File: config.mk
export PLATFORM = sky130hd
export DESIGN_NAME = lane_sequencer
export DESIGN_NICKNAME = d
export VERILOG_FILES = /design/src/lane_pkg.sv /design/src/lane_sequencer.sv
export SDC_FILE = /design/constraint.sdc
export NUM_CORES = 1
export LEC_CHECK = 0
export BUFFER_PORTS_ARGS = -buffer_cell sky130_fd_sc_hd__buf_2
export CAP_MARGIN = 0
export CORE_AREA = 2 2 66 68
export CTS_CLUSTER_SIZE = 14
export DETAILED_ROUTE_END_ITERATION = 8
export DIE_AREA = 0 0 68 70
export PLACE_DENSITY = 0.87
export SYNTH_ARGS = -nofsm -noshare
export SYNTH_HDL_FRONTEND = slang
export SYNTH_SLANG_ARGS = --single-unit
File: constraint.sdc
create_clock -name clk_i -period 4.6 [get_ports clk_i]
set_input_delay 0.23 -clock clk_i [delete_from_list [all_inputs] [get_ports clk_i]]
set_output_delay 0.23 -clock clk_i [all_outputs]
set_load 0.005 [all_outputs]
File: src/lane_pkg.sv
`default_nettype none

package lane_pkg;

  //////////////////////////////////////////////////////////////////////
  // Widths
  //////////////////////////////////////////////////////////////////////

  // One 64-bit element and its byte enables
  typedef logic [63:0] elen_t;
  typedef logic [7:0]  strb_t;

  // Register index, 32 vector registers
  typedef logic [4:0] vreg_t;

  // Lane-local element address, register * ElemsPerReg + index
  typedef logic [8:0] vaddr_t;

  // Element count, 1 to 16
  typedef logic [4:0] vlen_t;

  typedef logic [2:0] vid_t;

  // ALU_A, ALU_B and STU
  localparam int unsigned NrOpQueues = 3;

  //////////////////////////////////////////////////////////////////////
  // Encodings
  //////////////////////////////////////////////////////////////////////

  typedef enum logic {
    VALU,
    VSTORE
  } insn_kind_e;

  typedef enum logic [2:0] {
    ADD,
    SUB,
    AND,
    OR,
    XOR
  } alu_op_e;

  typedef enum logic [1:0] {
    ALU_A,
    ALU_B,
    STU
  } opqueue_e;

  //////////////////////////////////////////////////////////////////////
  // Bundles
  //////////////////////////////////////////////////////////////////////

  // A store streams out register vs1
  typedef struct packed {
    vid_t       id;
    insn_kind_e kind;
    alu_op_e    alu_op;
    vreg_t      vd;
    vreg_t      vs1;
    vreg_t      vs2;
    vlen_t      vl;
  } pe_req_t;

  typedef struct packed {
    logic done;
    vid_t id;
  } pe_resp_t;

  typedef struct packed {
    alu_op_e alu_op;
    vreg_t   vd;
    vlen_t   vl;
    vid_t    id;
  } vfu_op_t;

  typedef struct packed {
    vaddr_t addr;
    elen_t  wdata;
    strb_t  be;
  } vrf_wreq_t;

endpackage : lane_pkg

`default_nettype wire

File: src/lane_sequencer.sv
`timescale 1ns/1ns
`default_nettype none

module lane_sequencer import lane_pkg::*; #(
  parameter int unsigned ElemsPerReg = 8
) (
  input  logic     clk_i,
  input  logic     rst_ni,
  // Main sequencer
  input  pe_req_t  pe_req_i,
  input  logic     pe_req_valid_i,
  output logic     pe_req_ready_o,
  output pe_resp_t pe_resp_o,
  // Operand requester
  output logic     rd_req_o,
  output logic     rd_stu_o,
  output vaddr_t   rd_vs1_o,
  output vaddr_t   rd_vs2_o,
  input  logic     rd_ready_i,
  // ALU
  output vfu_op_t  vfu_op_o,
  output logic     vfu_op_valid_o,
  input  logic     alu_done_i,
  // Store port handshake
  input  logic     stu_pop_i
);

  localparam int unsigned IdxW = $clog2(ElemsPerReg);

  typedef enum logic [1:0] {
    IDLE,
    ISSUE,
    WAIT
  } state_e;

  state_e   state_q;
  state_e   state_d;
  pe_req_t  req_q;
  vlen_t    issue_cnt_q;
  vlen_t    pop_cnt_q;
  vlen_t    last_elem;
  pe_resp_t resp_q;
  logic     accept;
  logic     is_store;
  logic     finish;

  assign pe_req_ready_o = (state_q == IDLE);
  assign accept         = pe_req_valid_i && pe_req_ready_o;
  assign is_store       = (req_q.kind == VSTORE);
  assign last_elem      = req_q.vl - vlen_t'(1);
  assign pe_resp_o      = resp_q;

  // Operands of the current element, vl never exceeds ElemsPerReg
  assign rd_req_o = (state_q == ISSUE);
  assign rd_stu_o = is_store;
  assign rd_vs1_o = vaddr_t'({req_q.vs1, issue_cnt_q[IdxW-1:0]});
  assign rd_vs2_o = vaddr_t'({req_q.vs2, issue_cnt_q[IdxW-1:0]});

  // ALU takes its operation straight from the accepted request
  assign vfu_op_o       = '{alu_op: pe_req_i.alu_op, vd: pe_req_i.vd,
                            vl: pe_req_i.vl, id: pe_req_i.id};
  assign vfu_op_valid_o = accept && (pe_req_i.kind == VALU);

  assign finish = (state_q == WAIT) &&
                  (is_store ? (stu_pop_i && pop_cnt_q == last_elem) : alu_done_i);

  always_comb begin
    state_d = state_q;
    unique case (state_q)
      IDLE:    if (accept) state_d = ISSUE;
      ISSUE:   if (rd_ready_i && issue_cnt_q == last_elem) state_d = WAIT;
      WAIT:    if (finish) state_d = IDLE;
      default: state_d = IDLE;
    endcase
  end

  always_ff @(posedge clk_i or negedge rst_ni) begin
    if (!rst_ni) begin
      state_q     <= IDLE;
      req_q       <= '0;
      issue_cnt_q <= '0;
      pop_cnt_q   <= '0;
      resp_q      <= '0;
    end else begin
      state_q     <= state_d;
      resp_q.done <= finish;
      if (finish) begin
        resp_q.id <= req_q.id;
      end
      if (accept) begin
        req_q       <= pe_req_i;
        issue_cnt_q <= '0;
        pop_cnt_q   <= '0;
      end else begin
        if (rd_req_o && rd_ready_i) begin
          issue_cnt_q <= issue_cnt_q + vlen_t'(1);
        end
        // Store elements may already leave while reads are still issued
        if (stu_pop_i) begin
          pop_cnt_q <= pop_cnt_q + vlen_t'(1);
        end
      end
    end
  end

endmodule : lane_sequencer

`default_nettype wire

==> flow_summary_export.csv <==
group,metric,value,unit
worst_setup_path,critPathCaptureType,"flop",
worst_setup_path,path_cells,"nor2_1 > and2_1 > nand2_1 > o21ai_0",
floorplanning,fp.dieW,68,µm
floorplanning,coreArea,4144,µm²
final_layout,drive_gt1_frac,0.2954,
pwr,switching_share,0.3947,
pwr,ir_drop,0.2314,mV
detailed_routing,drt_first_iter_violations,48,
grt,grt_usage,0.1678,
yosys,synthArstFlopShare,1.000,
worst_setup_path,critPathKind,"flop to flop",
final_layout,insertedDiodeCount,0,
timing,setup-tns-final,0,ns
clocking,clk_path_buf_depth,2,
yosys,avgSynthCellArea,9.144,µm²
placed_design,dp.cells,281,
timing,slew_violations,0,
worst_setup_path,slowest_stage,"and2_1",
placed_design,placed_area,2012,µm²
yosys,yosysSeqAreaShare,0.4476,
timing,setup_viol,0,
detailed_routing,wire_per_inst,12.74,µm
run,maxCapViolCount,0,
placed_design,dpl.hpwl,2.728,mm
yosys,yosysTopAreaCellShare,0.4476,
pwr,p_sw,0.5259,mW
timing,fin_crit,1.886,ns
clocking,numCtsBuffers,5,
pwr,power_frac_comb,0.415,
detailed_routing,dr.pass1.iters,4,
yosys,syn_area,1957,µm²
final_layout,post-route-util,0.5060,
yosys,ys_types,33,
detailed_routing,avgViaCountPerCell,4.875,
worst_setup_path,critPathBufInv,0,
timing,whs,0.01545,ns
final_layout,area_growth,7.161,%
clocking,holdBufCountCts,0,
clocking,clock_sinks,35,
detailed_routing,wirelength,3.681,mm
yosys,synth-main-ff-cell,"dfrtp_1",
timing,worst_pin_slew,1.128,ns
grt,grt-ovfl-total,0,
yosys,synth-edff-count,0,
floorplanning,dieArea,4760,µm²
placed_design,place.gp.congestion,0.8087,
final_layout,stdcell_area,2097,µm²
timing,rsz0062_at_grt,"false",
status,status,"finished, final reports clean",
yosys,yosysMostFrequentCell,"nand2_1",
worst_setup_path,crit_path_max_incr_delay,0.89,ns
pwr,p_leak,1.086,nW
yosys,yosys-top-cells-count,"54 x nand2_1, 35 x dfrtp_1, 34 x buf_4, 13 x nor2_1, 10 x xnor2_1",
yosys,synthCells,214,
yosys,yosys.area.top_type,"dfrtp_1",
timing,fin_skew,0.007877,ns
worst_setup_path,cp_max_fo,34,
timing,hold_viol,0,
grt,grt_max_degree,36,
clocking,post_cts_buffers,0,
detailed_routing,antenna_left,0,
final_layout,final_cells,289,
clocking,htree_levels,2,
worst_setup_path,start_kind,"flop",
yosys,ys_seq_elements,35,
timing,relSlewSlack,0.2482,
floorplanning,die_h,70,µm
final_layout,final_nets,272,
timing,max_freq,0.5302,GHz
clocking,cts_resized,0,
grt,antenna_found_initial,0,
floorplanning,row_count,24,
placed_design,io_buffers,56,
worst_setup_path,critPathTopFamily,"simple AND/OR/NAND/NOR gates",
pwr,power.density,635.4,nW/µm²
yosys,ys_warn_count,0,
clocking,insertion_delay,0.29,ns
pwr,clock_power_share,0.163,
clocking,clk_pin_slew,0.07,ns
detailed_routing,vias,1409,
worst_hold_path,hold_path_class,"input pin to async pin",
yosys,synth_area_leaders,"dfrtp_1 45%, buf_4 13%, nand2_1 10%, xnor2_1 4.5%, xor2_1 4.0%",
floorplanning,start_util,0.4722,
worst_setup_path,required,4.79,ns
pwr,power.internal,0.8065,mW
worst_setup_path,arrival,2.07,ns
grt,grt_pass1_vias,1321,
pwr,power_frac_seq,0.422,
clocking,cts_root_buf,"clkbuf_8",
timing,min_period_over_period,0.4100,
detailed_routing,drc,0,
clocking,cts_tree,"yes",
grt,grt_pass1_wl,6.030,mm
floorplanning,ios,75,
[layout make-up]
type,count,area [µm²]
Fill cell,408,2047
Sequential cell,35,875.8
Clock buffer,6,72.57
Multi-Input combinational cell,132,768.2
Inverter,6,22.52
Tap cell,52,65.06
Timing Repair Buffer,56,280.3
Clock inverter,2,12.51
[worst register-to-register path, cell delays in order (launching register included)]
cell     delay [ns]
dfrtp_1        0.40
nor2_1         0.16
and2_1         0.89
nand2_1        0.20
o21ai_0        0.14
[registers in the layout, summed over array words and instances (netlist names)]
name         count
rd_stu_o         1
rd_vs2_o         5
state_q          2
pop_cnt_q        5
pe_resp_o        4
issue_cnt_q      5
req_q            8
rd_vs1_o         5
[power groups by stage]
stage	Sequential, mW	Clock (mW)	Combinational (mW)
after floorplan	0.533	0	0.498
after global placement	0.560	0	0.534
after detailed placement	0.569	0	0.559
after CTS	0.562	0.221	0.562
after global routing	0.583	0.235	0.629
final	0.563	0.217	0.553
[stage by stage]
step | total power, mW | setup slack (ns)
after floorplan | 1.031 | 2.945
after global placement | 1.093 | 2.727
after detailed placement | 1.128 | 2.717
after CTS | 1.345 | 2.692
after global routing | 1.447 | 2.412
final | 1.332 | 2.714
[worst paths after layout]
kind / cells after the start / slack, ns / to / from
hold reg to reg: 2 / 0.47 / rd_vs2_o[7]$_DFFE_PN0P_ / rd_vs2_o[7]$_DFFE_PN0P_
hold / removal: 1 / 0.02 / pe_resp_o[2]$_DFFE_PN0P_ / rst_ni
setup / recovery: 4 / 2.71 / req_q[0]$_DFFE_PN0P_ / state_q[0]$_DFFE_PN0P_
setup reg to reg: 4 / 2.71 / req_q[0]$_DFFE_PN0P_ / state_q[0]$_DFFE_PN0P_
max in group asynchronous: 1 / 4.08 / req_q[1]$_DFFE_PN0P_ / rst_ni
min in group clk_i: 3 / 0.13 / rd_vs1_o[3]$_DFFE_PN0P_ / pe_req_i[10]
[logic make-up after synthesis]
family,share of synthesized area
AOI/OAI and AO/OA,0.06458
xor gates and xnor gates,0.08504
adders and majority gates,0.01918
buffers and inverters,0.1618
DFF,0.4476
muxes,0.01023
other,0.001916
and+or+nand+nor,0.2097
[cells in the final DEF (no fill, tap or decap), drive strengths merged, types with 2 or more instances in the layout]
| master | instances |
|---|---|
| xnor2 | 10 |
| and2 | 2 |
| nor2b | 3 |
| dfrtp | 35 |
| o21ai | 8 |
| buf | 56 |
| nor3 | 2 |
| nor2 | 13 |
| conb | 2 |
| inv | 6 |
| nand2 | 54 |
| and2b | 2 |
| xor2 | 9 |
| clkbuf | 6 |
| nand4 | 4 |
| ha | 3 |
| nand3 | 3 |
| o32ai | 3 |
| nand2b | 2 |
| mux2i | 2 |
[metal layers]
metal | global-route usage | vias to the layer above | part of all wire
li1 | - | 690 | -
met1 | 0.2108 | 667 | 0.41
met2 | 0.2762 | 43 | 0.51
met3 | 0.05314 | 9 | 0.071
met4 | 0.04222 | 0 | 0.012
met5 | 0 | - | 0
Note: power is estimated with default switching activity, not from simulation.
