**config.mk**
```make
export PLATFORM = sky130hd
export DESIGN_NAME = operand_requester
export DESIGN_NICKNAME = d
export VERILOG_FILES = /design/src/lane_pkg.sv /design/src/operand_requester.sv
export SDC_FILE = /design/constraint.sdc
export NUM_CORES = 1
export LEC_CHECK = 0
export BUFFER_PORTS_ARGS = -buffer_cell sky130_fd_sc_hd__buf_2
export CAP_MARGIN = 20
export CORE_AREA = 4 4 206 208
export CTS_CLUSTER_DIAMETER = 60
export DETAILED_ROUTE_END_ITERATION = 16
export DIE_AREA = 0 0 210 212
export SYNTH_ARGS = -nofsm -noshare
export SYNTH_HDL_FRONTEND = slang
export SYNTH_SLANG_ARGS = --single-unit
export TNS_END_PERCENT = 100
```
**constraint.sdc**
```tcl
create_clock -name clk_i -period 3.85 [get_ports clk_i]
set_input_delay 0.385 -clock clk_i [delete_from_list [all_inputs] [get_ports clk_i]]
set_output_delay 0.385 -clock clk_i [all_outputs]
set_load 0.005 [all_outputs]
```
**src/lane_pkg.sv**
```systemverilog
`default_nettype none

package lane_pkg;

  //////////////////////////////////////////////////////////////////////
  // Widths
  //////////////////////////////////////////////////////////////////////

  // One 64-bit element and its byte enables
  typedef logic [63:0] elen_t;
  typedef logic [7:0]  strb_t;

  // Register index, 32 vector registers
  typedef logic [4:0] vreg_t;

  // Lane-local element address, register * ElemsPerReg + index
  typedef logic [8:0] vaddr_t;

  // Element count, 1 to 16
  typedef logic [4:0] vlen_t;

  typedef logic [2:0] vid_t;

  // ALU_A, ALU_B and STU
  localparam int unsigned NrOpQueues = 3;

  //////////////////////////////////////////////////////////////////////
  // Encodings
  //////////////////////////////////////////////////////////////////////

  typedef enum logic {
    VALU,
    VSTORE
  } insn_kind_e;

  typedef enum logic [2:0] {
    ADD,
    SUB,
    AND,
    OR,
    XOR
  } alu_op_e;

  typedef enum logic [1:0] {
    ALU_A,
    ALU_B,
    STU
  } opqueue_e;

  //////////////////////////////////////////////////////////////////////
  // Bundles
  //////////////////////////////////////////////////////////////////////

  // A store streams out register vs1
  typedef struct packed {
    vid_t       id;
    insn_kind_e kind;
    alu_op_e    alu_op;
    vreg_t      vd;
    vreg_t      vs1;
    vreg_t      vs2;
    vlen_t      vl;
  } pe_req_t;

  typedef struct packed {
    logic done;
    vid_t id;
  } pe_resp_t;

  typedef struct packed {
    alu_op_e alu_op;
    vreg_t   vd;
    vlen_t   vl;
    vid_t    id;
  } vfu_op_t;

  typedef struct packed {
    vaddr_t addr;
    elen_t  wdata;
    strb_t  be;
  } vrf_wreq_t;

endpackage : lane_pkg

`default_nettype wire

```
**src/operand_requester.sv**
```systemverilog
`timescale 1ns/1ns
`default_nettype none

// Bank mapping needs ElemsPerReg >= NrBanks >= 2
module operand_requester import lane_pkg::*; #(
  parameter int unsigned NrBanks     = 4,
  parameter int unsigned ElemsPerReg = 8
) (
  input  logic                   clk_i,
  input  logic                   rst_ni,
  // Lane sequencer
  input  logic                   rd_req_i,
  input  logic                   rd_stu_i,
  input  vaddr_t                 rd_vs1_i,
  input  vaddr_t                 rd_vs2_i,
  output logic                   rd_ready_o,
  input  logic [NrOpQueues-1:0]  q_ready_i,
  // Write sources
  input  logic                   alu_wr_req_i,
  input  vrf_wreq_t              alu_wr_i,
  output logic                   alu_wr_gnt_o,
  input  logic                   ldu_wr_req_i,
  input  vrf_wreq_t              ldu_wr_i,
  output logic                   ldu_wr_gnt_o,
  // VRF banks
  output logic     [NrBanks-1:0] bank_req_o,
  output logic     [NrBanks-1:0] bank_wen_o,
  output vaddr_t   [NrBanks-1:0] bank_addr_o,
  output elen_t    [NrBanks-1:0] bank_wdata_o,
  output strb_t    [NrBanks-1:0] bank_be_o,
  output opqueue_e [NrBanks-1:0] bank_tgt_o
);

  localparam int unsigned IdxW  = $clog2(ElemsPerReg);
  localparam int unsigned BankW = $clog2(NrBanks);

  typedef logic [BankW-1:0] bank_t;

  // Bank is (index + register) mod NrBanks
  function automatic bank_t bank_of(vaddr_t addr);
    return bank_t'(addr[IdxW-1:0]) + bank_t'(addr >> IdxW);
  endfunction

  function automatic vaddr_t row_of(vaddr_t addr);
    return addr >> BankW;
  endfunction

  bank_t              bank_alu;
  bank_t              bank_ldu;
  bank_t              bank_a;
  bank_t              bank_b;
  logic [NrBanks-1:0] wr_busy;
  logic               same_bank;
  logic               a_sent_q;
  logic               issue_stu;
  logic               issue_a;
  logic               issue_b;

  assign bank_alu  = bank_of(alu_wr_i.addr);
  assign bank_ldu  = bank_of(ldu_wr_i.addr);
  assign bank_a    = bank_of(rd_vs1_i);
  assign bank_b    = bank_of(rd_vs2_i);
  assign same_bank = (bank_a == bank_b);

  //////////////////////////////////////////////////////////////////////
  // Priority: ALU write, load write, STU read, ALU reads
  //////////////////////////////////////////////////////////////////////

  assign alu_wr_gnt_o = alu_wr_req_i;
  assign ldu_wr_gnt_o = ldu_wr_req_i && !(alu_wr_req_i && bank_alu == bank_ldu);

  always_comb begin
    wr_busy = '0;
    if (alu_wr_req_i) wr_busy[bank_alu] = 1'b1;
    if (ldu_wr_gnt_o) wr_busy[bank_ldu] = 1'b1;
  end

  assign issue_stu = rd_req_i && rd_stu_i && q_ready_i[STU] && !wr_busy[bank_a];

  // A and B go together, except when both sit in one bank, then A first
  assign issue_a = rd_req_i && !rd_stu_i && !a_sent_q && q_ready_i[ALU_A] &&
                   !wr_busy[bank_a] && (same_bank || (q_ready_i[ALU_B] && !wr_busy[bank_b]));
  assign issue_b = rd_req_i && !rd_stu_i && q_ready_i[ALU_B] && !wr_busy[bank_b] &&
                   (a_sent_q || (!same_bank && issue_a));

  assign rd_ready_o = issue_stu || issue_b;

  always_ff @(posedge clk_i or negedge rst_ni) begin
    if (!rst_ni) begin
      a_sent_q <= 1'b0;
    end else if (issue_b) begin
      a_sent_q <= 1'b0;
    end else if (issue_a) begin
      a_sent_q <= 1'b1;
    end
  end

  always_comb begin
    for (int b = 0; b < NrBanks; b++) begin
      bank_req_o[b]   = 1'b0;
      bank_wen_o[b]   = 1'b0;
      bank_addr_o[b]  = '0;
      bank_wdata_o[b] = '0;
      bank_be_o[b]    = '0;
      bank_tgt_o[b]   = ALU_A;
      if (alu_wr_req_i && bank_alu == bank_t'(b)) begin
        bank_req_o[b]   = 1'b1;
        bank_wen_o[b]   = 1'b1;
        bank_addr_o[b]  = row_of(alu_wr_i.addr);
        bank_wdata_o[b] = alu_wr_i.wdata;
        bank_be_o[b]    = alu_wr_i.be;
      end else if (ldu_wr_gnt_o && bank_ldu == bank_t'(b)) begin
        bank_req_o[b]   = 1'b1;
        bank_wen_o[b]   = 1'b1;
        bank_addr_o[b]  = row_of(ldu_wr_i.addr);
        bank_wdata_o[b] = ldu_wr_i.wdata;
        bank_be_o[b]    = ldu_wr_i.be;
      end else if (issue_stu && bank_a == bank_t'(b)) begin
        bank_req_o[b]  = 1'b1;
        bank_addr_o[b] = row_of(rd_vs1_i);
        bank_tgt_o[b]  = STU;
      end else if (issue_a && bank_a == bank_t'(b)) begin
        bank_req_o[b]  = 1'b1;
        bank_addr_o[b] = row_of(rd_vs1_i);
        bank_tgt_o[b]  = ALU_A;
      end else if (issue_b && bank_b == bank_t'(b)) begin
        bank_req_o[b]  = 1'b1;
        bank_addr_o[b] = row_of(rd_vs2_i);
        bank_tgt_o[b]  = ALU_B;
      end
    end
  end

endmodule : operand_requester

`default_nettype wire

```
==> run metrics <==
outcome finished clean; syn_area_per_cell ~7.5 µm²; Synth Area in Compound Gates 0.732; Die H 212 µm; clk_lat worst skew 0 ns; Pre-antenna DRT Iters 5; Critical Path Source alu_wr_i[75]; post-synthesis cell area 4580 µm²; CP max stage cell mux4_2; multiplexer share of the synthesized area 0.00983; Cell Rows 74; fin crit period 3.64 ns; Max-cap violations 0; FILL cells 4,626; vias in the first global route 8,062; final core utilization 0.196; final global-route overflow total 0; setup bufs post-CTS 0; CP cell instances buf_2, ha_1, and2_1, a22oi_2, inv_2, mux4_2, nor4b_4, buf_12, o211ai_1, a31oi_1, buf_2; top cells by instance count after synthesis 288 x a22o_1, 70 x clkbuf_1, 32 x o211ai_1, 28 x a31oi_1, 25 x o22ai_1; largest family of logic cells by synthesized area compound AO/OA/AOI/OAI gates; Crit Path Max Fanout 32; max reg flops 1; Worst-path clk slew 0 ns; routing usage on met1 0.196; slew at the pin closest to its max-slew limit 0.755 ns; asr flop ratio synth 1.00; cell count after synthesis between 600 and 700; fmax 275 MHz; Hold Crit Class primary input to asynchronous set/reset pin; flops & latches, synth 1; Via Count between 8,000 and 9,000; pin count of the biggest net entering global routing 73; Antenna Nets Post-Route 0; Yosys Warn Count 0; Tcrit/Tclk final 0.946; Die W 210 µm; post-DP HPWL about 30 mm; Peak VDD IR 0.0662 mV; count of cell types in the netlist 44; drt wl/cell 23.1 µm; post-synthesis adder-cell area fraction 0.0109; first-pass GRT wire length 52.2 mm; Initial Utilization 0.113; Port-buffer cells 523; Slew headroom 0.495; static leakage 4.30 nW; initial antenna violation count 4; Synth Area in Simple Gates 0.104; most frequent cell after synthesis a22o_1; leading area contributor after synthesis a22o_1; DRT Wirelength 37.4 mm; Crit path arrival time 3.26 ns; delay-heaviest family, CP compound AO/OA/AOI/OAI gates; WP buf/inv 4; final net count 1,281; slowest stage delay, CP between 0.5 and 0.6 ns; Startpoint Class primary input; Synth top area share 0.551; Setup TNS 0 ns; type of the worst setup path primary input to output port; Total GRT Usage 0.147; share of cells above drive strength 1 0.530; Synth-to-Final Area Change 73.3%; GPL Wtd Cong 0.961; Synth Area in XOR/XNOR 0.0453; Largest regs a_sent_q (1); met3 Use GR 0.0233; GR peak layer met2; Crit. End Element output port; Top Ports 532; hold-fix buffers at CTS 0; met2 Resource Use GR 0.241; via/cell ratio 5.21; drt drc 0; final hold viol count 0; DRT iter0 DRCs between 800 and 900; register area share after synthesis 0.00546; top_reg_cell synth dfrtp_1; RSZ-0062 raised after global routing no; Reg-to-Reg Start a_sent_q; # setup viols final 0; Critical Path Most Common Cell buf_2; Slew Viols, Final 0; Worst Path Required around 3.5 ns; CTS resizes 0; number of flops mapped to enable cells by yosys 0; skew final 0 ns; DIE AREA 44,500 µm²; Synth area leaders a22o_1 55%, clkbuf_1 5.7%, o211ai_1 5.2%; Pwr per Cell Area 194 nW/µm²; Biggest register a_sent_q; Total Power 1.54 mW; core area 40,600 µm²
## cells by family (layout without fill, tap and decap cells)
group | after synthesis | in the layout
simple gates | 88 | 88
fa+ha+maj | 4 | 4
compound gates | 410 | 410
buf+inv | 95 | 561
mux | 2 | 2
flops | 1 | 1
xor+xnor | 12 | 12
other cells | 1 | 12
## power by group
| part | internal, mW | switching [mW] |
|---|---|---|
| clock | 0.000000139 | 0 |
| combinational | 0.652 | 0.871 |
| sequential | 0.0142 | 0.00308 |
| total | 0.666 | 0.874 |
## final timing paths
path | endpoint | slack, ns | depth (start not counted)
setup / recovery | bank_addr_o[3] | 0.21 | 11
hold / removal | a_sent_q | 0.17 | 1
setup reg to reg | a_sent_q | 2.75 | 3
hold reg to reg | a_sent_q | 0.60 | 2
max in group asynchronous | a_sent_q | 3.59 | 1
min in group clk_i | a_sent_q | 0.60 | 2
## per-stage QoR
stage	instance area [µm²]	hold slack [ns]	instances	worst slack [ns]
floorplan	4610	0.0894	620	0.701
global placement	7930	0.169	1618	0.218
global route	7940	0.176	1622	0.0337
finish	7940	0.168	1622	0.208
detailed placement	7930	0.168	1618	0.188
CTS	7930	0.168	1618	0.188
## per-layer routing
metal / wire length, µm / up-vias
met5: 0 / -
met4: 1800 / 0
met3: 3440 / 101
met2: 17500 / 714
met1: 14700 / 4060
li1: - / 3572
## layout by cell type, fill, tap and decap left out, drive strengths merged, types with 2 or more instances in the layout
master and count:
o211ai 32, nand2b 6, diode 4, a21oi 18, xnor2 5, a22o 288
mux4 2, a22oi 4, nor2b 5, nand3 7, nand4 13, o32ai 2
nor2 19, nor3 4, and3 14, o221ai 2, conb 8, buf 555
and2 3, nand2 14, o21ai 6, ha 4, inv 6, xnor3 4
xor3 3, a31oi 28, o22ai 25
## area by class of cell
type	count	area (µm²)	share of cell area
Timing Repair Buffer	555	3000	0.377
Sequential cell	1	25.0	0.00315
Inverter	6	22.5	0.00284
Tap cell	532	666	0.0839
Antenna cell	4	10.0	0.00126
Multi-Input combinational cell	524	4220	0.532
Power figures use the tool's default switching activity.
