--- src/lane_pkg.sv ---
`default_nettype none

package lane_pkg;

  //////////////////////////////////////////////////////////////////////
  // Widths
  //////////////////////////////////////////////////////////////////////

  // One 64-bit element and its byte enables
  typedef logic [63:0] elen_t;
  typedef logic [7:0]  strb_t;

  // Register index, 32 vector registers
  typedef logic [4:0] vreg_t;

  // Lane-local element address, register * ElemsPerReg + index
  typedef logic [8:0] vaddr_t;

  // Element count, 1 to 16
  typedef logic [4:0] vlen_t;

  typedef logic [2:0] vid_t;

  // ALU_A, ALU_B and STU
  localparam int unsigned NrOpQueues = 3;

  //////////////////////////////////////////////////////////////////////
  // Encodings
  //////////////////////////////////////////////////////////////////////

  typedef enum logic {
    VALU,
    VSTORE
  } insn_kind_e;

  typedef enum logic [2:0] {
    ADD,
    SUB,
    AND,
    OR,
    XOR
  } alu_op_e;

  typedef enum logic [1:0] {
    ALU_A,
    ALU_B,
    STU
  } opqueue_e;

  //////////////////////////////////////////////////////////////////////
  // Bundles
  //////////////////////////////////////////////////////////////////////

  // A store streams out register vs1
  typedef struct packed {
    vid_t       id;
    insn_kind_e kind;
    alu_op_e    alu_op;
    vreg_t      vd;
    vreg_t      vs1;
    vreg_t      vs2;
    vlen_t      vl;
  } pe_req_t;

  typedef struct packed {
    logic done;
    vid_t id;
  } pe_resp_t;

  typedef struct packed {
    alu_op_e alu_op;
    vreg_t   vd;
    vlen_t   vl;
    vid_t    id;
  } vfu_op_t;

  typedef struct packed {
    vaddr_t addr;
    elen_t  wdata;
    strb_t  be;
  } vrf_wreq_t;

endpackage : lane_pkg

`default_nettype wire

--- src/operand_queue.sv ---
`timescale 1ns/1ns
`default_nettype none

module operand_queue import lane_pkg::*; #(
  parameter int unsigned QueueDepth = 4
) (
  input  logic  clk_i,
  input  logic  rst_ni,
  input  logic  push_i,
  input  elen_t data_i,
  output logic  ready_o,
  output elen_t data_o,
  output logic  valid_o,
  input  logic  pop_i
);

  localparam int unsigned PtrW = $clog2(QueueDepth);

  typedef logic [PtrW-1:0] ptr_t;
  typedef logic [PtrW:0]   cnt_t;

  elen_t mem_q [QueueDepth];
  ptr_t  wr_ptr_q;
  ptr_t  rd_ptr_q;
  cnt_t  cnt_q;
  logic  do_pop;

  function automatic ptr_t next_ptr(ptr_t p);
    return (p == ptr_t'(QueueDepth - 1)) ? '0 : p + ptr_t'(1);
  endfunction

  assign valid_o = (cnt_q != '0);
  assign data_o  = mem_q[rd_ptr_q];
  assign do_pop  = pop_i && valid_o;

  // Two spare slots, one of them for a read still in the VRF
  assign ready_o = (cnt_q <= cnt_t'(QueueDepth - 2));

  always_ff @(posedge clk_i or negedge rst_ni) begin
    if (!rst_ni) begin
      wr_ptr_q <= '0;
      rd_ptr_q <= '0;
      cnt_q    <= '0;
    end else begin
      if (push_i) wr_ptr_q <= next_ptr(wr_ptr_q);
      if (do_pop) rd_ptr_q <= next_ptr(rd_ptr_q);
      if (push_i && !do_pop) begin
        cnt_q <= cnt_q + cnt_t'(1);
      end else if (!push_i && do_pop) begin
        cnt_q <= cnt_q - cnt_t'(1);
      end
    end
  end

  always_ff @(posedge clk_i) begin
    if (push_i) mem_q[wr_ptr_q] <= data_i;
  end

endmodule : operand_queue

`default_nettype wire

--- config.mk ---
export PLATFORM = sky130hd
export DESIGN_NAME = operand_queue
export DESIGN_NICKNAME = d
export VERILOG_FILES = /design/src/lane_pkg.sv /design/src/operand_queue.sv
export SDC_FILE = /design/constraint.sdc
export NUM_CORES = 1
export LEC_CHECK = 0
export ABC_CLOCK_PERIOD_IN_PS = 5700
export BUFFER_PORTS_ARGS = -buffer_cell sky130_fd_sc_hd__buf_2
export CAP_MARGIN = 10
export CORE_ASPECT_RATIO = 2
export CORE_MARGIN = 1.5
export CORE_UTILIZATION = 60
export CTS_BUF_LIST = sky130_fd_sc_hd__clkbuf_8
export CTS_CLUSTER_DIAMETER = 30
export DETAILED_ROUTE_END_ITERATION = 10
export MAX_ROUTING_LAYER = met4
export PLACE_DENSITY = 0.88
export SYNTH_ARGS = -nofsm -noshare
export SYNTH_HDL_FRONTEND = slang
export SYNTH_SLANG_ARGS = --single-unit
export TNS_END_PERCENT = 100
--- constraint.sdc ---
create_clock -name clk_i -period 5.7 [get_ports clk_i]
set_input_delay 1.14 -clock clk_i [delete_from_list [all_inputs] [get_ports clk_i]]
set_output_delay 1.14 -clock clk_i [all_outputs]
set_load 0.1 [all_outputs]
==> results.txt, run 1 <==
----------------------------------------------------
[GRT]
  Vias in the first global route ... approximately 4800
  Total track usage ... 20.7%
  Wire length of the first global-routing pass ... around 25000 µm
  Antenna violations before repair ... 2
  Pin count of the biggest net entering global routing ... between 60 and 70
  Overflow left after global routing ... 0

[Setup path]
  R2R cell count ... 8
  Worst path slowest cell ... dfrtp_4
  Maximum fanout encountered on the critical timing path ... between 50 and 60
  CP required ... around 4.6 ns
  Maximum single-stage delay on the critical path ... about 1.1 ns
  Launching element type of the critical path ... register
  CP Cell Sequence ... buf_4 > mux4_2 > buf_2
  Endpoint arrival time on the critical path ... approximately 2.9 ns
  Critical Path End Type ... primary output
  Cell class contributing the biggest share of worst-path delay ... flip-flops
  Count of buffer and inverter cells on the critical path ... 2
  Worst R2R End ... cnt_q[2]$_DFFE_PN0P_
  Worst reg-to-reg setup slack ... around 3.5 ns
  Category of the most critical setup path ... register to primary output
  Startpoint of the worst register-to-register path ... cnt_q[0]$_DFFE_PN0P_

[Layout]
  Fillers ... a little under 1000
  Synthesis-to-layout area growth ... 15.8%
  Proportion of layout cells with a drive suffix above 1 ... 45.6%
  Fin nets ... around 600
  Finished Layout Cells ... ~750

[Timing]
  Least-Margin Pin Slew ... about 1.1 ns
  Final max-slew violation count ... 0
  Post-route clock skew ... around 0.012 ns
  Worst slew slack as a fraction of its limit ... approximately 29%
  Top achievable clock speed ... between 200 and 250 MHz
  RSZ-0062 raised after global routing ... false
  Crit share post-route ... a little under three quarters
  Clock period minus final worst setup slack ... 4.07 ns
  Sum of negative setup slack ... 0 ns
  Final count of negative-setup-slack endpoints ... 0
  Final hold violation count ... 0

[Synthesis]
  Number of instances in the synthesized netlist ... between 300 and 400
  Most frequently used flop master after synthesis ... edfxtp_1
  Synthesized flop and latch total ... roughly 260
  Top post-synthesis cells by area ... edfxtp_1, mux4_2, dfrtp_1
  Top post-synthesis cells by count ... edfxtp_1, mux4_2, dfrtp_1
  Post-synth EDFFs ... about 260
  Summed instance area of the synthesized netlist ... approximately 9600 µm²
  Most numerous cell in the Yosys netlist ... edfxtp_1
  Share of the synthesized area in the top cell type ... between 70% and 80%
  Mean post-synth cell area ... around 26 µm²
  Cell taking the most area after synthesis ... edfxtp_1
  Sequential area share after synthesis ... about four fifths
  Asr flop ratio synth ... 2.66%
  Count of yosys warnings during synthesis ... 0
  Mapped Nets ... 446
  Cell variety after synth ... 19

[CTS]
  CTS tree ... built
  Count of clock tree sinks ... 263
  Post-CTS clock slew at the launch and capture registers of the worst setup and hold paths ... approximately 0.06 ns
  Buffer type at the clock tree root ... clkbuf_8
  Number of buffers inserted by post-CTS setup repair ... 0
  H-tree Lvls ... 2
  Gates resized, CTS repair ... 0
  Post-cts hold buffer count ... 0
  Maximum buffer depth of the clock tree ... 3
  Clk Latency, worst-skew pair ... 0.50 ns
  Inserted Clock Buffers ... 36

[Floorplanning]
  Floorplan die width ... 92.7 µm
  Initial standard-cell utilization of the core ... a little over 60%
  Number of placement rows ... 65
  IO Pins ... between 100 and 150
  Total die area ... 16900 µm²
  Die height ... ~180 µm
  Core region area ... between 15000 and 20000 µm²

[Route]
  Post-DRT Antenna Nets ... 0
  Average via count per standard cell ... around 5.7
  Average wire length per cell after detail routing ... 21.7 µm
  Count of routing violations after the opening detailed-route iteration ... around 190
  Number of iterations in the first detailed-routing pass ... 4
  Wire length after detailed routing ... around 16000 µm
  Via count ... about 4300
  Residual DRC count ... 0

[Run status]
  Result of the run ... finished, final reports clean

[Place]
  Total placed cells including tap cells ... just under 700
  DP Wirelength ... 9660 µm
  IO Port Bufs ... 133
  Final weighted congestion of routability-driven global placement ... ~0.73

[Hold path]
  Class of the worst hold path ... input pin to asynchronous set/reset pin

[Run]
  Max capacitance violation total ... 0

----------------------------------------------------
area by class of cell:
class                      count  area [µm²]  area share (%)
inverter                       3        11.3           0.101
tap                          201         251            2.25
multi-input combinational     91        1680            15.0
clock buffer                  37         509            4.56
antenna                        2        5.00          0.0448
sequential                   263        7870            70.5
timing repair buffer         135         681            6.10
clock inverter                21         165            1.48
per-stage QoR:
step / hold WS [ns] / setup WS [ns] / utilization [%] / instance area (µm²)
after floorplan: 0.458 / 2.62 / - / 9640
after global placement: 0.473 / 2.09 / 66.5 / 10500
after detailed placement: 0.498 / 2.05 / 66.5 / 10500
after CTS: 0.450 / 1.50 / 70.7 / 11200
after global routing: 0.465 / 1.38 / 70.8 / 11200
final: 0.471 / 1.63 / 70.8 / 11200
per-layer routing:
| layer | routed length (µm) | GRT usage (%) | up-vias |
|---|---|---|---|
| li1 | - | - | 1910 |
| met1 | 6120 | 24.4 | 2210 |
| met2 | 8660 | 33.7 | 151 |
| met3 | 685 | 3.29 | 58 |
| met4 | 856 | 12.2 | 0 |
| met5 | 0 | - | - |
cell usage in the layout, fill, tap and decap left out, drive strengths merged, types with 2 or more instances in the layout:
| cell type | netlist | final |
|---|---|---|
| edfxtp | 256 | 256 |
| buf | 13 | 135 |
| mux4 | 64 | 64 |
| clkbuf | 1 | 37 |
| inv | 3 | 12 |
| clkinv | 0 | 9 |
| dfrtp | 7 | 7 |
| ha | 6 | 6 |
| and2 | 4 | 4 |
| nand2 | 3 | 3 |
| nor2 | 3 | 3 |
| mux2 | 3 | 3 |
| bufinv | 0 | 3 |
| diode | 0 | 2 |
| o21ai | 2 | 2 |
| xor2 | 2 | 2 |
cell families (layout without fill, tap and decap cells):
| logic type | count (synthesis) | after routing | synth area share (%) |
|---|---|---|---|
| AO/OA/AOI/OAI | 3 | 3 | 0.156 |
| XOR/XNOR | 3 | 3 | 0.272 |
| adder cells (fa/ha/maj) | 7 | 7 | 0.986 |
| buffers and inverters | 17 | 196 | 1.21 |
| flip-flops | 263 | 263 | 81.5 |
| multiplexers | 67 | 67 | 15.3 |
| other | 0 | 2 | 0 |
| AND/OR/NAND/NOR | 11 | 11 | 0.558 |
state kept, by name, indices dropped and copies added (netlist names):
name and cells:
cnt_q 3, mem_q 256, rd_ptr_q 2, wr_ptr_q 2
worst reg2reg max path: stages (launching register included):
cell and delay (ns):
dfrtp_1 0.43, or3_1 0.40, nand2_1 0.15, ha_1 0.21
inv_1 0.06, fa_1 0.38, xor2_1 0.17, nor2_1 0.13
xor2_1 0.17
worst max path at each step:
stage                                       start                     to  slack [ns]  cells past startpoint
after floorplan                            push_i  mem_q[0][0]$_DFFE_PP_        2.62                      1
after global placement    rd_ptr_q[0]$_DFFE_PN0P_              data_o[6]        2.09                      3
after detailed placement  rd_ptr_q[0]$_DFFE_PN0P_             data_o[19]        2.05                      3
after CTS                 rd_ptr_q[0]$_DFFE_PN0P_             data_o[16]        1.50                      3
after global routing      rd_ptr_q[0]$_DFFE_PN0P_             data_o[30]        1.38                      3
final                     rd_ptr_q[0]$_DFFE_PN0P_             data_o[16]        1.63                      3
Power of run 1 is left out: the tool's default activity adds up to more than one toggle a clock period on the data nets, which glitch-free logic cannot reach.
==> run 2, diff against run 1 <==
--- a/config.mk
+++ b/config.mk
@@ -5,7 +5,8 @@
 export SDC_FILE = /design/constraint.sdc
 export NUM_CORES = 1
 export LEC_CHECK = 0
-export ABC_CLOCK_PERIOD_IN_PS = 5700
+export ABC_AREA = 1
+export ABC_CLOCK_PERIOD_IN_PS = 4100
 export BUFFER_PORTS_ARGS = -buffer_cell sky130_fd_sc_hd__buf_2
 export CAP_MARGIN = 10
 export CORE_ASPECT_RATIO = 2
@@ -15,7 +16,7 @@
 export CTS_CLUSTER_DIAMETER = 30
 export DETAILED_ROUTE_END_ITERATION = 10
 export MAX_ROUTING_LAYER = met4
-export PLACE_DENSITY = 0.88
+export PLACE_DENSITY = 0.87
 export SYNTH_ARGS = -nofsm -noshare
 export SYNTH_HDL_FRONTEND = slang
 export SYNTH_SLANG_ARGS = --single-unit
==> constraint.sdc (replaced) <==
create_clock -name clk_i -period 4.1 [get_ports clk_i]
set_input_delay 0.82 -clock clk_i [delete_from_list [all_inputs] [get_ports clk_i]]
set_output_delay 0.82 -clock clk_i [all_outputs]
set_load 0.1 [all_outputs]
==> run 2 against run 1 <==
First-iteration DRC count is 88% higher. Via count is 48% higher. Register-to-register slack worse by 1.4 ns. Critical path depth is 1 higher. Synthesized cell count is 120% higher. Critical endpoint is now data_o[44].
==> results.txt, run 2 <==
----------------------------------------------------
[CTS]
  Number of buffers inserted by post-CTS setup repair ... 0
  Post-cts hold buffer count ... 0
  Inserted Clock Buffers ... 37
  Post-CTS clock slew at the launch and capture registers of the worst setup and hold paths ... 0.07 ns
  Gates resized, CTS repair ... 0
  Clk Latency, worst-skew pair ... 0.49 ns
  Maximum buffer depth of the clock tree ... 3
  Count of clock tree sinks ... 263
  H-tree Lvls ... 2
  Buffer type at the clock tree root ... clkbuf_8
  CTS tree ... built

[Synthesis]
  Asr flop ratio synth ... ~2.7%
  Synthesized flop and latch total ... about 260
  Cell variety after synth ... 19
  Mean post-synth cell area ... about 13 µm²
  Mapped Nets ... approximately 880
  Number of instances in the synthesized netlist ... between 800 and 900
  Top post-synthesis cells by area ... edfxtp_1, o211ai_1, nand2_1
  Cell taking the most area after synthesis ... edfxtp_1
  Most numerous cell in the Yosys netlist ... edfxtp_1
  Post-synth EDFFs ... ~260
  Sequential area share after synthesis ... between 70% and 80%
  Most frequently used flop master after synthesis ... edfxtp_1
  Summed instance area of the synthesized netlist ... roughly 11000 µm²
  Count of yosys warnings during synthesis ... 0
  Share of the synthesized area in the top cell type ... 71.7%
  Top post-synthesis cells by count ... edfxtp_1, nand2_1, inv_1

[Setup path]
  Launching element type of the critical path ... register
  CP required ... about 3.3 ns
  Category of the most critical setup path ... register to primary output
  Maximum fanout encountered on the critical timing path ... 81
  Cell class contributing the biggest share of worst-path delay ... buffers and inverters
  Endpoint arrival time on the critical path ... about 2.5 ns
  Count of buffer and inverter cells on the critical path ... 2
  Worst path slowest cell ... dfrtp_4
  CP Cell Sequence ... buf_12 > o211ai_1 > nand2_1 > buf_2
  Critical Path End Type ... primary output
  Maximum single-stage delay on the critical path ... about 0.79 ns

[Floorplanning]
  IO Pins ... 134
  Core region area ... 17600 µm²
  Die height ... 192 µm
  Initial standard-cell utilization of the core ... 60.9%
  Floorplan die width ... about 98 µm
  Number of placement rows ... 69
  Total die area ... 18700 µm²

[GRT]
  Vias in the first global route ... 6360
  Total track usage ... 21.6%
  Antenna violations before repair ... 0
  Wire length of the first global-routing pass ... 30500 µm
  Overflow left after global routing ... 0
  Pin count of the biggest net entering global routing ... 82

[Timing]
  RSZ-0062 raised after global routing ... false
  Sum of negative setup slack ... 0 ns
  Final count of negative-setup-slack endpoints ... 0
  Post-route clock skew ... around 0.012 ns
  Top achievable clock speed ... a little over 300 MHz
  Final max-slew violation count ... 0
  Clock period minus final worst setup slack ... ~3.3 ns
  Crit share post-route ... 79.8%
  Least-Margin Pin Slew ... 0.967 ns
  Final hold violation count ... 0
  Worst slew slack as a fraction of its limit ... between 30% and 40%

[Layout]
  Top flop regs ... mem_q x256, cnt_q x3
  Register with the highest flop count ... mem_q
  Fin nets ... between 1000 and 1500
  Most common cell after layout, fill and taps aside ... edfxtp_1
  Commonest cells after routing, fill and taps aside ... edfxtp_1, nand2_1, inv_1
  Fillers ... around 1200
  Number of diodes ... 0
  Register cell area after layout ... between 7000 and 8000 µm²
  Max reg flops ... roughly 260
  Synthesis-to-layout area growth ... 13.1%
  Proportion of layout cells with a drive suffix above 1 ... about 22%
  Area occupied by multi-input gates ... approximately 2000 µm²

[Run]
  Max capacitance violation total ... 0

[Place]
  DP Wirelength ... ~12000 µm
  Final weighted congestion of routability-driven global placement ... between 0.7 and 0.8
  IO Port Bufs ... roughly 130

[Route]
  Number of iterations in the first detailed-routing pass ... 5
  Average wire length per cell after detail routing ... approximately 17 µm
  Average via count per standard cell ... between 5 and 6
  Residual DRC count ... 0
  Via count ... roughly 6400
  Post-DRT Antenna Nets ... 0
  Count of routing violations after the opening detailed-route iteration ... 364
  Wire length after detailed routing ... around 19000 µm

[Hold path]
  Class of the worst hold path ... input pin to asynchronous set/reset pin

[Run status]
  Result of the run ... finished, final reports clean

----------------------------------------------------
run 2: cell count changes after synthesis, moves of 4 or more:
cell	before	now
o211ai_2	0	10
buf_6	5	26
mux4_2	64	0
o211ai_1	0	118
buf_2	6	10
nand2_1	3	211
and2_1	4	0
inv_1	3	138
run 2: path summary, 6_finish.rpt:
| check | startpoint | end | slack, ns | depth (start not counted) |
|---|---|---|---|---|
| setup / recovery | rd_ptr_q[0]$_DFFE_PN0P_ | data_o[44] | 0.83 | 4 |
| hold / removal | rst_ni | wr_ptr_q[1]$_DFFE_PN0P_ | 0.15 | 1 |
| setup reg to reg | wr_ptr_q[0]$_DFFE_PN0P_ | mem_q[0][27]$_DFFE_PP_ | 2.09 | 5 |
| hold reg to reg | cnt_q[2]$_DFFE_PN0P_ | cnt_q[2]$_DFFE_PN0P_ | 0.52 | 2 |
| max in group asynchronous | rst_ni | rd_ptr_q[0]$_DFFE_PN0P_ | 3.75 | 1 |
| min in group clk_i | cnt_q[2]$_DFFE_PN0P_ | cnt_q[2]$_DFFE_PN0P_ | 0.52 | 2 |
run 2: cells by family (layout without fill, tap and decap cells):
group | Yosys count | in the layout | share of synthesized area, %
flops | 263 | 263 | 73.3
buf+inv | 181 | 345 | 8.45
fa+ha+maj | 7 | 7 | 0.887
compound gates | 131 | 131 | 9.57
xor+xnor | 1 | 1 | 0.0817
simple gates | 218 | 218 | 7.69
run 2: routing by layer:
metal  wire (µm)  vias to the layer above  GRT usage [%]
met2       10300                      233           37.4
met3        1300                       43           4.04
li1            -                     3059              -
met1        7340                     3066           24.9
met5           0                        -              -
met4         466                        0           8.30
run 2: final cells by class:
type | instances | area share, %
Multi-Input combinational cell | 357 | 16.1
Timing Repair Buffer | 144 | 6.69
Tap cell | 213 | 2.20
Clock inverter | 22 | 1.28
Inverter | 139 | 4.30
Sequential cell | 263 | 64.9
Clock buffer | 40 | 4.54
run 2: stage by stage:
step                      worst slack (ns)  cells  instance area, µm²  hold WS, ns  utilization [%]
after global routing                 0.666   1178               12100        0.129             68.9
after global placement                1.41   1116               11400        0.481             64.8
after floorplan                       1.38    801               10700        0.463                -
after CTS                            0.820   1178               12100        0.127             68.9
final                                0.830   1178               12100        0.154             68.9
after detailed placement              1.36   1116               11400        0.504             64.8
Power of run 2 is left out for the same reason.
