[config.mk]
export PLATFORM = sky130hd
export DESIGN_NAME = vector_alu
export DESIGN_NICKNAME = d
export VERILOG_FILES = /design/src/lane_pkg.sv /design/src/vector_alu.sv
export SDC_FILE = /design/constraint.sdc
export NUM_CORES = 1
export LEC_CHECK = 0
export BUFFER_PORTS_ARGS = -buffer_cell sky130_fd_sc_hd__buf_2
export CORE_ASPECT_RATIO = 1.2
export CORE_MARGIN = 2
export CORE_UTILIZATION = 51
export DETAILED_ROUTE_END_ITERATION = 8
export PLACE_DENSITY = 0.78
export SLEW_MARGIN = 20
export SYNTH_ARGS = -nofsm -noshare
export SYNTH_HDL_FRONTEND = slang
export SYNTH_SLANG_ARGS = --single-unit
[constraint.sdc]
create_clock -name clk_i -period 10 [get_ports clk_i]
set_input_delay 3 -clock clk_i [delete_from_list [all_inputs] [get_ports clk_i]]
set_output_delay 3 -clock clk_i [all_outputs]
set_load 0.05 [all_outputs]
[src/lane_pkg.sv]
`default_nettype none

package lane_pkg;

  //////////////////////////////////////////////////////////////////////
  // Widths
  //////////////////////////////////////////////////////////////////////

  // One 64-bit element and its byte enables
  typedef logic [63:0] elen_t;
  typedef logic [7:0]  strb_t;

  // Register index, 32 vector registers
  typedef logic [4:0] vreg_t;

  // Lane-local element address, register * ElemsPerReg + index
  typedef logic [8:0] vaddr_t;

  // Element count, 1 to 16
  typedef logic [4:0] vlen_t;

  typedef logic [2:0] vid_t;

  // ALU_A, ALU_B and STU
  localparam int unsigned NrOpQueues = 3;

  //////////////////////////////////////////////////////////////////////
  // Encodings
  //////////////////////////////////////////////////////////////////////

  typedef enum logic {
    VALU,
    VSTORE
  } insn_kind_e;

  typedef enum logic [2:0] {
    ADD,
    SUB,
    AND,
    OR,
    XOR
  } alu_op_e;

  typedef enum logic [1:0] {
    ALU_A,
    ALU_B,
    STU
  } opqueue_e;

  //////////////////////////////////////////////////////////////////////
  // Bundles
  //////////////////////////////////////////////////////////////////////

  // A store streams out register vs1
  typedef struct packed {
    vid_t       id;
    insn_kind_e kind;
    alu_op_e    alu_op;
    vreg_t      vd;
    vreg_t      vs1;
    vreg_t      vs2;
    vlen_t      vl;
  } pe_req_t;

  typedef struct packed {
    logic done;
    vid_t id;
  } pe_resp_t;

  typedef struct packed {
    alu_op_e alu_op;
    vreg_t   vd;
    vlen_t   vl;
    vid_t    id;
  } vfu_op_t;

  typedef struct packed {
    vaddr_t addr;
    elen_t  wdata;
    strb_t  be;
  } vrf_wreq_t;

endpackage : lane_pkg

`default_nettype wire

[src/vector_alu.sv]
`timescale 1ns/1ns
`default_nettype none

module vector_alu import lane_pkg::*; #(
  parameter int unsigned ElemsPerReg = 8
) (
  input  logic      clk_i,
  input  logic      rst_ni,
  // Lane sequencer
  input  vfu_op_t   vfu_op_i,
  input  logic      vfu_op_valid_i,
  output logic      done_o,
  // Operand queues
  input  elen_t     a_i,
  input  logic      a_valid_i,
  output logic      a_pop_o,
  input  elen_t     b_i,
  input  logic      b_valid_i,
  output logic      b_pop_o,
  // Writeback
  output logic      wr_req_o,
  output vrf_wreq_t wr_o,
  input  logic      wr_gnt_i
);

  localparam int unsigned IdxW = $clog2(ElemsPerReg);

  vfu_op_t op_q;
  vlen_t   elem_q;
  vlen_t   gnt_cnt_q;
  logic    res_valid_q;
  elen_t   res_q;
  vaddr_t  res_addr_q;
  elen_t   res_d;
  logic    pop;
  logic    wr_done;

  // Result register frees up in the cycle its write is granted
  assign pop     = a_valid_i && b_valid_i && (!res_valid_q || wr_gnt_i);
  assign a_pop_o = pop;
  assign b_pop_o = pop;

  always_comb begin
    unique case (op_q.alu_op)
      ADD:     res_d = a_i + b_i;
      SUB:     res_d = a_i - b_i;
      AND:     res_d = a_i & b_i;
      OR:      res_d = a_i | b_i;
      XOR:     res_d = a_i ^ b_i;
      default: res_d = '0;
    endcase
  end

  assign wr_done  = wr_gnt_i && res_valid_q;
  assign wr_req_o = res_valid_q;
  assign wr_o     = '{addr: res_addr_q, wdata: res_q, be: '1};
  assign done_o   = wr_done && (gnt_cnt_q == op_q.vl - vlen_t'(1));

  always_ff @(posedge clk_i or negedge rst_ni) begin
    if (!rst_ni) begin
      op_q        <= '0;
      elem_q      <= '0;
      gnt_cnt_q   <= '0;
      res_valid_q <= 1'b0;
    end else begin
      if (vfu_op_valid_i) begin
        op_q      <= vfu_op_i;
        elem_q    <= '0;
        gnt_cnt_q <= '0;
      end else begin
        if (pop) elem_q <= elem_q + vlen_t'(1);
        if (wr_done) gnt_cnt_q <= gnt_cnt_q + vlen_t'(1);
      end
      if (pop) begin
        res_valid_q <= 1'b1;
      end else if (wr_gnt_i) begin
        res_valid_q <= 1'b0;
      end
    end
  end

  always_ff @(posedge clk_i) begin
    if (pop) begin
      res_q      <= res_d;
      res_addr_q <= vaddr_t'({op_q.vd, elem_q[IdxW-1:0]});
    end
  end

endmodule : vector_alu

`default_nettype wire

==> flow_metrics.env, run 1 <==
export IMPL_syn_to_final_growth_pct=13.1
export IMPL_relSlewSlack=0.349
export IMPL_grt_max_degree=77
export IMPL_crit_chain="buf_2 -> or4_4 -> or3_1 -> or3_1 -> or2_2 -> nor2_1 -> nand2_1 -> o21ai_0 -> xnor2_1 -> ha_1 -> a21oi_1 -> o2111a_1 -> o21ai_0 -> o221a_2 -> a211oi_1 -> a21boi_1 -> o31ai_1 -> a31oi_1 -> nor2_1 -> a211o_1"
export IMPL_postCtsSetupBuffers=0
export IMPL_tightest_slew_ns=0.976
export IMPL_first_iter_violations=739
export IMPL_critPathRequiredTime_ns=10.13
export IMPL_period_needed_ns=8.62
export IMPL_fin_skew_ns=0.0150
export IMPL_finalPower_uw=1690
export IMPL_start_util=0.519
export IMPL_cp_end_kind="register"
export IMPL_drive_above_1_share=0.168
export IMPL_ys_flop_type="edfxtp_1"
export IMPL_clock_latency_ns=0.38
export IMPL_numCtsBuffers=9
export IMPL_ant_nets=0
export IMPL_report_final_hold_viol_count=0
export IMPL_holdPathStages=0
export IMPL_maxCapViolCount=0
export IMPL_vias_per_cell=5.86
export IMPL_h_tree_depth=3
export IMPL_io_buffers=222
export IMPL_ys_warn_count=0
export IMPL_r2r_end="res_q[52]$_DFFE_PP_"
export IMPL_yosys_area_top_type="ha_1"
export IMPL_p_leak_uw=0.00636
export IMPL_cts_hold_buf=0
export IMPL_crit_type="in -> reg"
export IMPL_num_fill_cells=2132
export IMPL_dieWidth_um=144
export IMPL_grt_use_total=0.275
export IMPL_cpMaxStageDelayCell="or4_4"
export IMPL_cts_root_buf="clkbuf_16"
export IMPL_ios=235
export IMPL_cts_sinks=94
export IMPL_syn_cell_area_mm2=0.0120
export IMPL_worstHoldEndpoint="res_addr_q[6]$_DFFE_PP_"
export IMPL_ctsResizeCount=0
export IMPL_worst_setup_path_start_kind="input pin"
export IMPL_hp_class="reg -> reg"
export IMPL_maxSlewViolCount=0
export IMPL_cpPeakStageDelay_ns=0.55
export IMPL_die_area_mm2=0.0248
export IMPL_multi_input_area_mm2=0.00838
export IMPL_finalWirelength_um=34700
export IMPL_grt_pass1_vias=11000
export IMPL_cp_arrival_ns=8.75
export IMPL_drc=0
export IMPL_synth_top_area_frac=0.203
export IMPL_syn_inst=1495
export IMPL_fmax_ghz=0.116
export IMPL_cts_path_max_buffers=2
export IMPL_syn_area_per_cell_um2=8.02
export IMPL_setup_viol=0
export IMPL_antenna_found_initial=3
export IMPL_peakVddDrop_uv=86.1
export IMPL_status="complete, no violations"
export IMPL_seqCellArea_mm2=0.00271
export IMPL_grt_remaining_overflow=0
export IMPL_synthArstFlopShare=0.234
export IMPL_dp_hpwl_um=26300
export IMPL_reg2reg_slack_ns=3.93
export IMPL_synth_seq_area_share=0.226
export IMPL_grt_pass1_wl_um=54400
export IMPL_synth_edf_count=72
export IMPL_core_mm2=0.0231
export IMPL_holdCritStartpoint="op_q[11]$_DFFE_PN0P_"
export IMPL_drt_pass1_iter_count=5
export IMPL_fin_hold_ws_ns=0.445
export IMPL_rr_startpoint="op_q[13]$_DFFE_PN0P_"
export IMPL_cp_top_family="compound AO/OA/AOI/OAI gates"
export IMPL_row_count=61
export IMPL_crit_fanout=9
export IMPL_clk_pin_slew_worst_paths_ns=0.08
export IMPL_synth_area_leaders="ha_1 20%, edfxtp_1 18%, xnor2_1 7.1%"
export IMPL_crit_buf_inv=1
export IMPL_routedWlPerCell_um=17.5
export IMPL_startpoint="b_i[8]"
export IMPL_synth_seq_cells=94
export IMPL_vias=11600
export IMPL_synth_cell_types=66
export IMPL_tns_ns=0
export IMPL_rsz0062_at_grt="false"
export IMPL_finalNetCount=2004
export IMPL_cts_tree="yes"
export IMPL_fin_crit_sh=0.862
export IMPL_die_height_um=172
export IMPL_powerDensity_mw_per_mm2=125
export IMPL_finalWeightedCongestion=0.923
export IMPL_reg2reg_depth=15
worst register-to-register path: stages, from the launching register on:
cell	delay (ns)
dfrtp_2	0.71
inv_1	0.60
nor2_4	0.93
a21oi_1	0.13
xnor2_1	0.17
ha_1	0.45
nand4_1	0.25
or4b_2	0.69
a311oi_1	0.45
o21bai_1	0.14
o211ai_1	0.16
o21ai_0	0.19
a21oi_1	0.42
a21boi_0	0.22
xor2_1	0.18
o21ai_0	0.10
cells by family after synthesis:
logic type / share of synthesized area
other: 0.000626
xor gates and xnor gates: 0.0964
AOI/OAI and AO/OA: 0.243
and+or+nand+nor: 0.138
buffers and inverters: 0.0785
muxes: 0.0119
adders and majority gates: 0.205
DFF: 0.226
stage by stage:
stage | instances | area, um2 | util | setup WS, ns
6_report | 1981 | 13600 | 0.586 | 1.38
5_1_grt | 1980 | 13600 | 0.586 | 1.09
4_1_cts | 1978 | 13600 | 0.586 | 1.48
3_5_place_dp | 1962 | 13300 | 0.573 | 1.10
3_3_place_gp | 1962 | 13300 | 0.573 | 1.13
2_1_floorplan | 1502 | 12000 | - | 0.965
layout make-up:
cell class              count  area share
clock inverters             7     0.00544
flip-flops and latches     94       0.200
inverters                 152      0.0421
clock buffers               9      0.0166
repair buffers            233      0.0880
multi-input cells        1168       0.618
well taps                 315      0.0291
diodes                      3    0.000554
how the worst max path moves through the flow:
stage / to / slack, ns / cells past startpoint
after global routing: res_q[63]$_DFFE_PP_ / 1.09 / 20
after CTS: res_q[63]$_DFFE_PP_ / 1.48 / 20
final: res_q[63]$_DFFE_PP_ / 1.38 / 20
after global placement: res_q[63]$_DFFE_PP_ / 1.13 / 20
after detailed placement: res_q[63]$_DFFE_PP_ / 1.10 / 20
after floorplan: b_pop_o / 0.96 / 3
power by group:
part	leakage, uW	internal [uW]	switching, uW
Combinational	0.00526	304	547
Clock	0.000141	177	185
Sequential	0.000957	467	13.6
Total	0.00636	949	745
flip-flops by register name, summed over array words and instances, names as in the netlist:
register	count
op_q	13
gnt_cnt_q	5
res_q	64
res_addr_q	8
elem_q	3
wr_req_o	1
metal layers:
layer | track usage | wire (um)
met3 | 0.0432 | 2280
met4 | 0.107 | 953
met1 | 0.339 | 14500
met5 | 0 | 8
met2 | 0.479 | 16900
placed cells by master (no fill, tap or decap), types with 21 or more instances in the layout:
master	netlist	routed
inv_1	152	152
a21o_1	43	43
a211oi_1	48	48
buf_2	2	222
a21oi_1	135	134
o21ai_0	130	130
nand3_1	22	22
a31oi_1	24	24
xor2_1	35	35
edfxtp_1	72	72
nor3_1	22	22
xnor2_1	97	97
nand4_1	25	25
dfrtp_1	22	21
nand2_1	94	94
ha_1	195	195
nor2_1	111	110
synth_stat cells (8+ instances only):
master / count
xnor2_1: 97
and3_1: 9
o21ai_0: 130
buf_4: 10
nand3_1: 22
a21oi_1: 135
o31ai_1: 18
xor2_1: 35
nor2b_1: 8
nand4_1: 25
o21bai_1: 10
a31oi_1: 24
or3_1: 9
nor3_1: 22
nand2b_1: 10
a22oi_1: 14
inv_1: 152
clkbuf_1: 75
dfrtp_1: 22
a211oi_1: 48
ha_1: 195
mux2_2: 10
nor2_1: 111
nand2_1: 94
edfxtp_1: 72
a21o_1: 43
No activity file was read; power rests on OpenSTA's default activity.
==> run 2: changes to the inputs <==
ABC_AREA = 1   (was unset)
ABC_CLOCK_PERIOD_IN_PS = 10000   (was unset)
PLACE_DENSITY = 0.76   (was 0.78)
==> run 2 against run 1 <==
Effect of this change:
- count of clock-buffer cells in the layout grew 3
- via count grew 36%
- register-to-register slack gained 0.16 ns
- die area grew 20%
- worst hold slack gained 0.0057 ns
- final cell count grew 48%
- largest cell class unchanged
==> flow_metrics.env, run 2 <==
export IMPL_vias=15800
export IMPL_ys_warn_count=0
export IMPL_tightest_slew_ns=1.03
export IMPL_cts_path_max_buffers=2
export IMPL_drive_above_1_share=0.120
export IMPL_finalWirelength_um=55500
export IMPL_powerDensity_mw_per_mm2=112
export IMPL_drc=0
export IMPL_finalNetCount=2903
export IMPL_crit_type="in -> out"
export IMPL_worst_setup_path_start_kind="input pin"
export IMPL_reg2reg_slack_ns=4.09
export IMPL_cp_top_family="buffers and inverters"
export IMPL_synth_cell_types=47
export IMPL_crit_buf_inv=4
export IMPL_crit_cells=6
export IMPL_status="complete, no violations"
export IMPL_first_iter_violations=1060
export IMPL_multi_input_area_mm2=0.00983
export IMPL_fin_skew_ns=0.0169
export IMPL_synth_area_leaders="nand2_1 20%, ha_1 17%, edfxtp_1 15%"
export IMPL_row_count=67
export IMPL_drt_pass1_iter_count=5
export IMPL_clk_pin_slew_worst_paths_ns=0.07
export IMPL_relSlewSlack=0.308
export IMPL_synth_xor_area_share=0.0400
export IMPL_maxSlewViolCount=0
export IMPL_r2r_end="res_q[60]$_DFFE_PP_"
export IMPL_synth_fa_ha_area_frac=0.170
export IMPL_tns_ns=0
export IMPL_start_util=0.517
export IMPL_dpl_cell_area_mm2=0.0159
export IMPL_seqCellArea_mm2=0.00271
export IMPL_io_buffers=222
export IMPL_cts_sinks=94
export IMPL_maxCapViolCount=0
export IMPL_pre_cts_ws_ns=2.61
export IMPL_p_leak_uw=0.00911
export IMPL_syn_area_per_cell_um2=6.12
export IMPL_routedWlPerCell_um=18.9
export IMPL_grt_pass1_vias=15200
export IMPL_cpMaxStageDelayCell="clkinv_2"
export IMPL_path_common_cell="buf_2"
export IMPL_syn_cell_area_mm2=0.0144
export IMPL_cts_tree="yes"
export IMPL_synth_compound_area_frac=0.101
export IMPL_ios=235
export IMPL_report_final_hold_viol_count=0
export IMPL_cpPeakStageDelay_ns=0.51
export IMPL_yosys_top_cells_count="772 x nand2_1, 441 x inv_1, 276 x nor2_1, 195 x ha_1, 102 x nand3_1"
export IMPL_holdPathStages=0
export IMPL_final_util=0.579
export IMPL_fin_area_mm2=0.0162
export IMPL_critPathRequiredTime_ns=7.00
export IMPL_synth_seq_area_share=0.188
export IMPL_grt_use_total=0.368
export IMPL_crit_chain="buf_2 -> inv_1 -> nand2_1 -> nand3_1 -> clkinv_2 -> buf_2"
export IMPL_synth_top_area_frac=0.201
export IMPL_clock_latency_ns=0.38
export IMPL_grt_max_degree=65
export IMPL_startpoint="wr_gnt_i"
export IMPL_reg2reg_depth=18
export IMPL_antenna_found_initial=0
export IMPL_grt_pass1_wl_um=82800
export IMPL_rr_startpoint="op_q[15]$_DFFE_PN0P_"
export IMPL_h_tree_depth=3
export IMPL_ant_nets=0
export IMPL_holdCritStartpoint="op_q[9]$_DFFE_PN0P_"
export IMPL_biggestRegsByFlops="res_q: 64 flops, op_q: 13 flops, res_addr_q: 8 flops"
export IMPL_period_needed_ns=7.41
export IMPL_synth_top_family_by_area="simple AND/OR/NAND/NOR gates"
export IMPL_fmax_ghz=0.135
export IMPL_cp_arrival_ns=4.41
export IMPL_setup_viol=0
export IMPL_numCtsBuffers=9
export IMPL_fin_crit_sh=0.741
export IMPL_ys_flop_type="edfxtp_1"
export IMPL_yosysMostFrequentCell="nand2_1"
export IMPL_synth_edf_count=72
export IMPL_worst_slack_ns=2.59
export IMPL_dieWidth_um=158
export IMPL_core_mm2=0.0279
export IMPL_largest_register="res_q"
export IMPL_die_height_um=188
export IMPL_postCtsSetupBuffers=0
export IMPL_rsz0062_at_grt="false"
export IMPL_fin_hold_ws_ns=0.451
export IMPL_num_fill_cells=2883
export IMPL_dp_hpwl_um=46600
export IMPL_synthMuxAreaShare=0
export IMPL_syn_inst=2357
export IMPL_layout_commonest_cell="nand2_1"
export IMPL_finalWeightedCongestion=1.11
export IMPL_crit_fanout=29
export IMPL_syn_to_final_growth_pct=12.0
export IMPL_cp_end_kind="output pin"
export IMPL_peakVddDrop_uv=77.2
export IMPL_cts_root_buf="clkbuf_16"
export IMPL_ctsResizeCount=0
export IMPL_hp_class="reg -> reg"
export IMPL_synth_simple_gate_area_frac=0.367
export IMPL_cts_hold_buf=0
export IMPL_num_antenna_cells=0
export IMPL_largest_register_ffs=64
export IMPL_vias_per_cell=5.36
export IMPL_synthArstFlopShare=0.234
export IMPL_worstHoldEndpoint="res_addr_q[4]$_DFFE_PP_"
export IMPL_grt_remaining_overflow=0
export IMPL_most_common_layout_cells="771 x nand2_1, 440 x inv_1, 276 x nor2_1, 222 x buf_2, 195 x ha_1"
export IMPL_synth_seq_cells=94
export IMPL_die_area_mm2=0.0297
export IMPL_yosys_area_top_type="nand2_1"
## run 2: cell types whose count changed after synthesis, sizes merged, moves of 46 or more
| cell | before | now |
|---|---|---|
| clkbuf | 75 | 18 |
| nor2 | 111 | 293 |
| nand2 | 94 | 784 |
| a211oi | 48 | 0 |
| nand3 | 22 | 105 |
| a221oi | 2 | 48 |
| o21ai | 131 | 79 |
| xnor2 | 97 | 4 |
| inv | 152 | 448 |
| a21oi | 135 | 70 |
## run 2: layout make-up
cell class                 count  share of cell area
tap                          379              0.0293
clock buffer                  12              0.0173
clock inverter                 4             0.00193
multi-input combinational   1775               0.608
sequential                    94               0.168
inverter                     448               0.104
timing repair buffer         229              0.0720
## run 2: cells by family after synthesis
family	after synthesis
AND/OR/NAND/NOR	1274
buffers and inverters	495
AO/OA/AOI/OAI	230
adder cells (fa/ha/maj)	196
flip-flops	94
XOR/XNOR	66
other	2
## run 2: worst max path at each step
stage | to | slack [ns]
2_1_floorplan | done_o | 1.30
3_3_place_gp | a_pop_o | 2.65
3_5_place_dp | a_pop_o | 2.61
4_1_cts | a_pop_o | 2.61
5_1_grt | a_pop_o | 2.49
6_report | a_pop_o | 2.59
## run 2: per-stage QoR
| stage | total power, uW | std cells |
|---|---|---|
| finish | 1820 | 2941 |
| global placement | 1410 | 2925 |
| floorplan | 1130 | 2364 |
| detailed placement | 1430 | 2925 |
| CTS | 1810 | 2941 |
| global route | 1930 | 2941 |
## run 2: where the power goes
| group | switching, uW | internal, uW | total (uW) |
|---|---|---|---|
| Sequential | 11.1 | 467 | 478 |
| Clock | 176 | 202 | 377 |
| Combinational | 682 | 280 | 962 |
## run 2: layer usage
| metal | part of all wire | GRT usage | vias up |
|---|---|---|---|
| met2 | 0.50 | 0.664 | 611 |
| met4 | 0.067 | 0.224 | 0 |
| met3 | 0.060 | 0.0522 | 147 |
| met1 | 0.38 | 0.403 | 7222 |
| met5 | 0 | 0 | - |
| li1 | - | - | 7797 |
